===== src/verilog/ddr_output_buffer.sv =====
`timescale 1ns/1ns

module ddr_output_buffer #(
    parameter int OUTPUT_WIDTH = 4
) (
    input  logic                      clock,
    input  logic                      reset_n,
    input  logic [2*OUTPUT_WIDTH-1:0] ddr_input,
    output logic [OUTPUT_WIDTH-1:0]   ddr_output
);

    logic [2*OUTPUT_WIDTH-1:0] registered_input;
    logic [OUTPUT_WIDTH-1:0]   lower_half;
    logic [OUTPUT_WIDTH-1:0]   upper_half;

    ////////////////////
    // Capture

    always_ff @(posedge clock) begin
        if (!reset_n) begin
            registered_input <= '0;
        end
        else begin
            registered_input <= ddr_input;
        end
    end

    assign lower_half = registered_input[OUTPUT_WIDTH-1:0];
    assign upper_half = registered_input[2*OUTPUT_WIDTH-1:OUTPUT_WIDTH];

    ////////////////////
    // Phase select

    // Lower half in the high phase, upper half in the low phase
    assign ddr_output = clock ? lower_half : upper_half;

endmodule


===== config.mk =====
export PLATFORM = sky130hd
export DESIGN_NAME = ddr_output_buffer
export DESIGN_NICKNAME = d
export VERILOG_FILES = /design/src/verilog/ddr_output_buffer.sv
export SDC_FILE = /design/constraint.sdc
export NUM_CORES = 1
export LEC_CHECK = 0
export BUFFER_PORTS_ARGS = -buffer_cell sky130_fd_sc_hd__buf_2
export CAP_MARGIN = 20
export CORE_AREA = 2 2 39 41
export CTS_CLUSTER_DIAMETER = 200
export DETAILED_ROUTE_END_ITERATION = 8
export DIE_AREA = 0 0 41 43
export GPL_TIMING_DRIVEN = 0
export PLACE_DENSITY = 0.39
export SLEW_MARGIN = 40
export SYNTH_ARGS = -nofsm -noshare
export SYNTH_HDL_FRONTEND = slang
export SYNTH_SLANG_ARGS = --single-unit

===== constraint.sdc =====
create_clock -name clock -period 0.8 [get_ports clock]
set_input_delay 0.08 -clock clock [delete_from_list [all_inputs] [get_ports clock]]
set_output_delay 0.08 -clock clock [all_outputs]
set_load 0.01 [all_outputs]

# Yosys cells after proc, flatten, opt, wreduce, memory -nomap -nowiden
# Index checks and enable logic that the tools add are counted.
[totals]
reg_bits = 8
input_bits = 10
latch_bits = 0
output_inout_bits = 4
mem_bits_rw = 0
mem_count = 0
word_cells = 2
romBits = 0
[classes]
n_mux = 1
addsub = 0
magnitude_cmp = 0
mul = 0
reduce_logical = 0
n_div = 0
n_eq_ne = 0
shifts = 0
n_bitwise = 0
[op_table]
columns = ["cell", "n"]
rows = [
  ["two-way mux 4 bit", 1],
]

# Longest topological paths before layout
[depth]
word_depth = 1
ltp_mapped = 1
depth_no_buf = 1

==> summary.md <==
| Metric | Value |
|---|---|
| Status | `finished, violations left` |
| Failing checks | `negative setup slack` |
| Dominant cell type by area after synthesis | `dfxtp_1` |
| Mapped Cells | `20` |
| Global route total overflow | `0` |
| Pin count of the biggest net entering global routing | `9` |
| Vias | `238` |
| Layout cell share with drive strength beyond 1 | `50.0%` |
| Core Box Area | `1380 um^2` |
| Slew Limit Fails | `0` |
| WL per Instance | `9.23 um` |
| # diodes | `0` |
| GPL Wtd Cong | `0.546` |
| Dpl cells | `49` |
| CP Cell Sequence | `clkbuf_8 -> buf_8 -> mux2_4 -> buf_6` |
| Critical Path RT | `0.72 ns` |
| Die Wd | `41 um` |
| DRC | `0` |
| Die height | `43 um` |
| Sum of negative setup slack | `-1.29 ns` |
| Crit Path Class | `clock port to primary output` |
| Placed instance area | `340 um^2` |
| Crit. Startpoint | `clock` |
| Post-DP HPWL | `324 um` |
| Nets | `60` |
| WHS | `0.00586 ns` |
| Worst-Margin Slew | `0.102 ns` |
| Crit end category | `primary output` |
| Synthesized area per cell | `12.8 um^2` |
| Filler Cells Inserted | `144` |
| Num rows | `14` |
| Final wirelength | `591 um` |
| CP peak stage delay | `0.29 ns` |
| Tot Pwr | `1.83 mW` |
| Via count of the first global-routing pass | `336` |
| Final worst slack | `-0.329 ns` |
| Most frequent cells in the layout | `buf_2 (9), and2_1 (8), dlygate4sd3_1 (8), dfxtp_1 (8), buf_6 (5)` |
| CTS tree | `yes` |
| Final ANT Viol Nets | `0` |
| Number of setup buffers added after CTS | `0` |
| Crit path max fanout | `2` |
| Endpoints failing setup | `4` |
| Critical path's slowest cell | `mux2_4` |
| First drt pass iteration count | `2` |
| Peak VDD IR | `1.37 mV` |
| CP arrival | `1.05 ns` |
| Max Cap Viol | `0` |
| Vias per inst | `3.72` |
| Place WS | `-0.0501 ns` |
| Die area | `1760 um^2` |
| Post-route insts no fill | `64` |
| Ranking of synthesized cells by area | `dfxtp_1 (63%), and2_1 (20%), mux2_1 (18%)` |
| Most common cell after layout, fill and taps aside | `buf_2` |
| Layout area overhead | `106%` |
| Syn Nets | `30` |
| Synth top area share | `62.7%` |
| Cell Pwr Density | `3470 nW/um^2` |
| Yosys warns | `0` |
| Slew headroom | `93.2%` |
| Initial antenna violation count | `0` |
| 1st-iter DRT viols | `3` |
| First-pass GRT wire length | `1.10 mm` |
| Util after Layout | `38.1%` |
| Largest regs | `registered_input x8` |
| Synthesized area | `255 um^2` |
| Worst hold path type | `primary input to register` |
| Starting density of the core | `18.4%` |
| Seq cells post-synth | `8` |
| Worst setup endpoint | `ddr_output[3]` |
| Worst Setup Start Kind | `clock port` |
| Cell area after layout | `527 um^2` |
| Seq/Total Area, Yosys | `62.7%` |
| RSZ-0062 raised after global routing | `yes` |
| Top reg by flops | `registered_input` |
| Distinct cells, synth | `3` |
| IO buf count | `13` |
| Clock transition at the registers of the reported paths | `0.06 ns` |
| Num ports | `14` |
| GRT Util Overall | `11.3%` |
| Max reg flops | `8` |
| LEAKAGE | `0.249 nW` |
| Final Hold Violating Endpoints | `0` |
## worst min path at each step
stage                      start                  end  cells past startpoint
finish                   reset_n  registered_input[4]                      2
detailed placement  ddr_input[5]  registered_input[5]                      2
global placement    ddr_input[5]  registered_input[5]                      2
CTS                      reset_n  registered_input[4]                      2
global route             reset_n  registered_input[1]                      2
floorplan                reset_n  registered_input[0]                      1
## power by group
group | total [mW] | internal [mW] | switching [mW]
combinational | 0.0670 | 0.0503 | 0.0166
clock | 1.33 | 0.890 | 0.445
sequential | 0.425 | 0.420 | 0.00473
total | 1.83 | 1.36 | 0.466
## final cells by class
| cell class | instances | area [um^2] | area share [%] |
|---|---|---|---|
| well taps | 16 | 20.0 | 3.80 |
| repair buffers | 17 | 125 | 23.8 |
| clock buffers | 11 | 115 | 21.9 |
| multi-input cells | 12 | 106 | 20.2 |
| flip-flops and latches | 8 | 160 | 30.4 |
## Yosys cell counts
library cell	instances
and2_1	8
dfxtp_1	8
mux2_1	4
## metal layers
layer / vias up / wire (um) / global-route usage, %
li1: 120 / - / -
met1: 106 / 208 / 8.12
met2: 12 / 331 / 10.3
met3: 0 / 51 / 11.0
met4: 0 / 0 / 22.0
met5: - / 0 / 0
## repair_timing
item	CTS	global route
hold buffers	8	0
hold endpoints to repair	8	0
gates resized for setup	7	5
endpoints found under the setup margin	4	4
## cells by family (layout without fill, tap and decap cells)
| kind of cell | after synthesis | in the layout | share of synthesized area [%] |
|---|---|---|---|
| AND/OR/NAND/NOR | 8 | 8 | 19.6 |
| multiplexers | 4 | 4 | 17.6 |
| flip-flops | 8 | 8 | 62.7 |
| buffers and inverters | 0 | 28 | 0 |
## critical path: cells and delay by family
family / cells / cell delay, ns
multiplexers: 1 / 0.29
buffers and inverters: 3 / 0.36
(Power assumes the default switching activity.)
