## src/verilog/tx_stage_pkg.sv

```systemverilog
package tx_stage_pkg;

    ////////////////////
    // Staging types

    // Bit 8 marks the first byte of a frame, bits 7..0 carry the byte
    typedef logic [8:0] staged_word_t;

    typedef logic [15:0] timer_count_t;

    ////////////////////
    // Staging limits

    // Idle cycles before a staged frame is closed
    localparam timer_count_t IDLE_TIMEOUT_LIMIT = 16'd4;

    localparam int STAGE_FIFO_DEPTH = 2048;

    // Framer states
    typedef enum logic [2:0] {
        find_start,
        stage,
        preamble,
        start_of_frame,
        frame,
        gap
    } shipper_state_t;

endpackage
```

## src/verilog/stage_idle_timer.sv

```systemverilog
`timescale 1ns/1ns

module stage_idle_timer (
    input  logic clock,
    input  logic reset_n,
    input  logic load_count,
    output logic expired
);

    tx_stage_pkg::timer_count_t count;

    // Starts full so expired stays low out of reset
    always_ff @(posedge clock) begin
        if (!reset_n) begin
            count <= tx_stage_pkg::IDLE_TIMEOUT_LIMIT;
        end
        else if (load_count) begin
            count <= tx_stage_pkg::IDLE_TIMEOUT_LIMIT;
        end
        else if (count != '0) begin
            count <= count - 1'b1;
        end
    end

    // Holds at zero until the next load
    assign expired = (count == '0);

endmodule

```

## config.mk

```make
export PLATFORM = sky130hd
export DESIGN_NAME = stage_idle_timer
export DESIGN_NICKNAME = d
export VERILOG_FILES = /design/src/verilog/tx_stage_pkg.sv /design/src/verilog/stage_idle_timer.sv
export SDC_FILE = /design/constraint.sdc
export NUM_CORES = 1
export LEC_CHECK = 0
export ABC_AREA = 1
export BUFFER_PORTS_ARGS = -buffer_cell sky130_fd_sc_hd__buf_2
export CORE_UTILIZATION = 65
export CTS_BUF_LIST = sky130_fd_sc_hd__clkbuf_2 sky130_fd_sc_hd__clkbuf_4 sky130_fd_sc_hd__clkbuf_8
export DETAILED_ROUTE_END_ITERATION = 10
export GPL_ROUTABILITY_DRIVEN = 0
export PLACE_DENSITY = 0.83
export SLEW_MARGIN = 25
export SYNTH_ARGS = -nofsm -noshare
export SYNTH_HDL_FRONTEND = slang
export SYNTH_SLANG_ARGS = --single-unit
export TNS_END_PERCENT = 1
```

## constraint.sdc

```tcl
create_clock -name clock -period 3.2 [get_ports clock]
set_input_delay 0 -clock clock [delete_from_list [all_inputs] [get_ports clock]]
set_output_delay 0 -clock clock [all_outputs]
set_load 0.01 [all_outputs]
```

# Yosys cells after proc, flatten, opt, wreduce, memory -nomap -nowiden
# Cells that the tools add are included.
# word_totals
ff_bits,16
in_bits,3
out_inout_bits,1
elab_cells,6
# op_classes
n_addsub,1
bitwise_logic,1
n_reduce_logical,3
# ops
op,count
16-bit logical NOT,1
16-bit nonzero test,1
16-bit by 1-bit subtractor with 16-bit output (second input constant),1
2-bit OR reduction,1
1-bit inverter,1

# Longest topological paths before layout
# logic_depth
ltp_word,2
mapped_depth,9
depth_no_buf,9

# Worst setup path before layout
# OpenSTA, ideal clock, no wires.
# synth_path
path_type,reg2reg
from,register count[0]
to,register count[10]
setup_time_ns,0.128
arrival_ns,1.202
required_ns,3.072
setup_slack_ns,1.870
path_stages_with_launch,9
path_buffers,1
synth_period_minus_slack_ns,1.330
path_cell_list,dfxtp_1 > inv_1 > ha_1 > nand2_4 > nor2_8 > nand2_4 > buf_6 > nand2_1 > nor2_1
# synth_between
elab_chain_len,1
elab_cells_between_ends,2
cone_classes,add/sub (1); reduce/logical (1)
# synth_lines
item,line,rtl
from (decl),stage_idle_timer.sv:10,tx_stage_pkg::timer_count_t count;
from (signal assigned),stage_idle_timer.sv:15,count <= tx_stage_pkg::IDLE_TIMEOUT_LIMIT;
from (signal assigned),stage_idle_timer.sv:18,count <= tx_stage_pkg::IDLE_TIMEOUT_LIMIT;
from (signal assigned),stage_idle_timer.sv:21,count <= count - 1'b1;
16-bit by 1-bit subtractor with 16-bit output or 16-bit nonzero test (tied branches),"stage_idle_timer.sv:21, stage_idle_timer.sv:20",
# Several ways; a longest one is shown, not always the timed one.
# A chain may end at the register's enable or synchronous reset.

# Worst setup path after layout
# layout_path
from,register count[0]
to,output expired
# layout_between
elab_chain_len,1
# layout_lines
item,line,rtl
16-bit logical NOT,stage_idle_timer.sv:26,assign expired = (count == '0);
to (decl),stage_idle_timer.sv:7,output logic expired
# Every way passes these cells.

==> impl_summary.md <==
Power
The fraction of power consumed by combinational cells is 27.8%. Summed over all nets, the switching power comes to 0.151 mW. The clock group share of total power is 23.7%.

IR analysis of the VDD net gives a maximum drop of 343 uV. The switching power share of the total is 33.6%. The register share of total power is 48.5%. The power density over the cells is 441 nW/um^2.

The analysis attributes to cell leakage a power of 0.528 nW. The internal power of the cells totals 0.299 mW.

Global routing
The number of antenna violations at the first check in global routing is 0. The number of global-route vias before repair is 637. The wire length of the first global-routing pass is 2500 um. The total overflow reported by the global router is 0.

Global routing consumed, over all layers together, 23.8% of the routing resources. The pin count of the biggest net entering global routing is 16.

Yosys
Sorting the synthesized cells by area gives the leading types as dfxtp_1 (33%), nand2_1 (16%), nor2_1 (12%). The post-synth net total is 150. The dominant register cell in the synthesized netlist is dfxtp_1. The summed instance area of the synthesized netlist is 958 um^2. Ranked by instance count, the synthesized netlist is headed by nand2_1 (42), nor2_1 (31), inv_1 (18), dfxtp_1 (16), nand3_1 (9). In this run, distinct cell masters in the synthesized netlist total 19. Dividing the synthesized area by the synthesized cell count gives 6.56 um^2. In the post-synthesis netlist, the cell with the most instances is nand2_1. Of all cell types, the one taking the most synthesized area is dfxtp_1.

The proportion of register bits with asynchronous set or reset after synthesis is 0%. In this run, synthesis inferred 0 flip-flops with an integrated enable. The share of synthesized area in the top cell type comes to 33.4%. Yosys printed 0 warnings. The synthesized netlist cell count is 146.

For this run, the register share of the synthesized area comes to 33.4%. After synthesis the netlist holds a flip-flop and latch count of 16.

Routing
The detailed-route wire length per cell is 10.3 um. In the routed layout, each cell is associated on average with a via count of 4.93. The routed wire length is 1720 um.

For this run, design rule violations remaining after detail routing come to 0. The first detailed-routing pass took 4 iterations. Once detail routing completed, the nets flagged for antenna violations numbered 0. The starting DRC count in detailed routing is 17. The overall via count from detail_route is 823.

Timing
After layout, the worst setup slack is 1.62 ns. The relative max-transition margin is 68.6%. For the pin with the worst max-slew slack, the measured transition is 0.470 ns. The share of the clock period used by the worst path after layout is 49.4%. The final hold violation count is 0.

Derived from the worst setup path, the maximum achievable clock frequency is 633 MHz. Setup total negative slack on the finished layout was measured at 0 ns. Final hold analysis gives a worst-case slack of 0.365 ns.

The total of endpoints with negative setup slack in the final report is 0. The count of pins over their slew limit is 0. The final period demand of the worst path is 1.58 ns. Setup repair after global routing left no endpoint under its margin. The clock tree skew after final layout is 0.00712 ns.

Min path
The class of the tightest hold or removal check is input pin to register. The number of cells on the worst hold path is 5.

Die
The die is 40.4 um wide. For this configuration, the core starts out at a cell density of 71.9%. The die covers 1630 um^2. The area of the core is 1330 um^2. The floorplan die height is 40.4 um. The number of top-level design ports is 4.

The initialized floorplan defines 13 standard-cell rows.

Worst setup path
The worst register-to-register path has a depth of 7. Traced cell by cell, the critical path runs through inv_1, ha_1, nand2_4, nor2_4, nand3_1, nor2_1, buf_2. The largest fanout on the critical path is 6. The endpoint type of the worst setup path is an output port. The worst register-to-register path ends at count[6]$_SDFFE_PP0N_.

The worst-path cell with the longest stage delay is dfxtp_1. The register-to-register path setup slack is 1.79 ns. At the worst endpoint, the required time is 3.20 ns. The number of cells on the critical path is 7. Counting both buffers and inverters, the worst setup path holds a total of 2. The critical path's top delay family is simple AND/OR/NAND/NOR gates. The data arrival time of the critical path is 1.58 ns. The critical path starts at count[0]$_SDFFE_PP0N_. The largest single stage delay on the critical path is 0.32 ns. In this run the critical register-to-register path is launched from count[0]$_SDFFE_PP0N_. By startpoint and endpoint, the worst setup path is classified as register to output port. The endpoint of the most critical setup path is expired.

The element type at the critical path start is a register.

Cells and area
In the final design database the tool counted 158 nets. The sequential cell area in the final layout is 320 um^2. Ranked by flip-flop count, first place goes to count. The total area of multi-input combinational cells is 556 um^2. The repair_antennas step left the layout with diodes totalling 0. The largest registers in the layout are count x16.

After filler insertion, the fill cell instance count of the layout stands at 115. At the end of the flow the core is filled with cells to 76.5%. The fraction of layout instances using a drive strength above 1 is 13.8%. The register with the most flip-flops in the layout has 16 of them. Relative to the synthesized area, the layout overhead comes to 6.40%.

Placed design
The count of buffers from port buffering is 3. The post-placement setup slack is 1.80 ns. Summed over all nets, the half-perimeter wirelength after detailed placement is 1280 um.

Clock network
No sink is reached through more buffers than the 2 on the longest clock path. Counting the buffers created by CTS gives 3. The later pin in the worst-skew pair is clocked with a latency of 0.29 ns. TritonCTS built the clock tree. In this run the number of H-tree levels came out at 1.

Clock tree synthesis found a total of 16 sinks. Clock tree synthesis selected as its root buffer the cell clkbuf_4. Buffers inserted to repair hold after CTS numbered 2. The number of setup buffers added after CTS is 0. The clock edge transition at the registers on the reported setup and hold paths is 0.08 ns. The number of gates resized after CTS is 0.

Outcome
The run finished with clean final reports.

Job
Max-cap violations in this run came to 0.
-- metrics by stage --
step	instance area, um^2	power (mW)	instances
finish	1020	0.450	167
global placement	977	0.342	162
floorplan	958	0.328	146
CTS	1020	0.451	167
global route	1020	0.473	167
detailed placement	977	0.346	162
-- metal layers --
layer	GRT usage, %	routed length (um)	vias up
met4	12.5	34	0
li1	-	-	451
met2	41.7	829	13
met1	25.6	808	355
met3	6.67	45	4
met5	0	0	-
-- cell usage in the layout, fill, tap and decap left out, types with 2 or more instances in the layout --
cell	netlist	routed
nand2_1	42	42
nor2_1	31	31
inv_1	18	18
dfxtp_1	16	16
nand3_1	9	9
nor2_2	4	4
nor2_4	4	4
xor2_1	4	4
nand2_2	3	3
a21oi_1	3	3
clkbuf_4	0	3
buf_2	0	3
nand2_4	2	2
o21ai_0	2	2
nand3b_1	2	2
dlygate4sd3_1	0	2
-- power groups by stage --
| stage | logic, mW | clock network, mW | registers (mW) |
|---|---|---|---|
| after floorplan | 0.108 | 0 | 0.220 |
| after global placement | 0.120 | 0 | 0.222 |
| after detailed placement | 0.123 | 0 | 0.223 |
| after CTS | 0.126 | 0.107 | 0.218 |
| after global routing | 0.142 | 0.112 | 0.220 |
| final | 0.125 | 0.107 | 0.218 |
-- worst min-delay path: cells and delay by family --
family	cells	cell delay (ns)
simple gates	1	0.05
buf+inv	3	0.49
compound gates	1	0.07
-- cells by family after synthesis --
logic type,share of synthesized area (%)
AOI/OAI and AO/OA,3.52
adders and majority gates,1.31
and+or+nand+nor,48.6
xor gates and xnor gates,4.57
DFF,33.4
buffers and inverters,8.62
-- how the worst min path moves through the flow --
stage                     from                     end  slack, ns
floorplan           load_count   count[2]$_SDFFE_PP1N_       0.12
detailed placement  load_count   count[2]$_SDFFE_PP1N_       0.22
global placement    load_count   count[2]$_SDFFE_PP1N_       0.22
CTS                    reset_n  count[14]$_SDFFE_PP0N_       0.34
global route           reset_n   count[8]$_SDFFE_PP0N_       0.42
finish                 reset_n   count[1]$_SDFFE_PP0N_       0.36
-- area by class of cell --
cell class | instances | area share, %
multi-input combinational | 110 | 54.5
inverter | 18 | 6.63
timing repair buffer | 5 | 3.44
sequential | 16 | 31.4
clock buffer | 3 | 2.21
tap | 15 | 1.84
No activity file was read; power rests on OpenSTA's default activity.
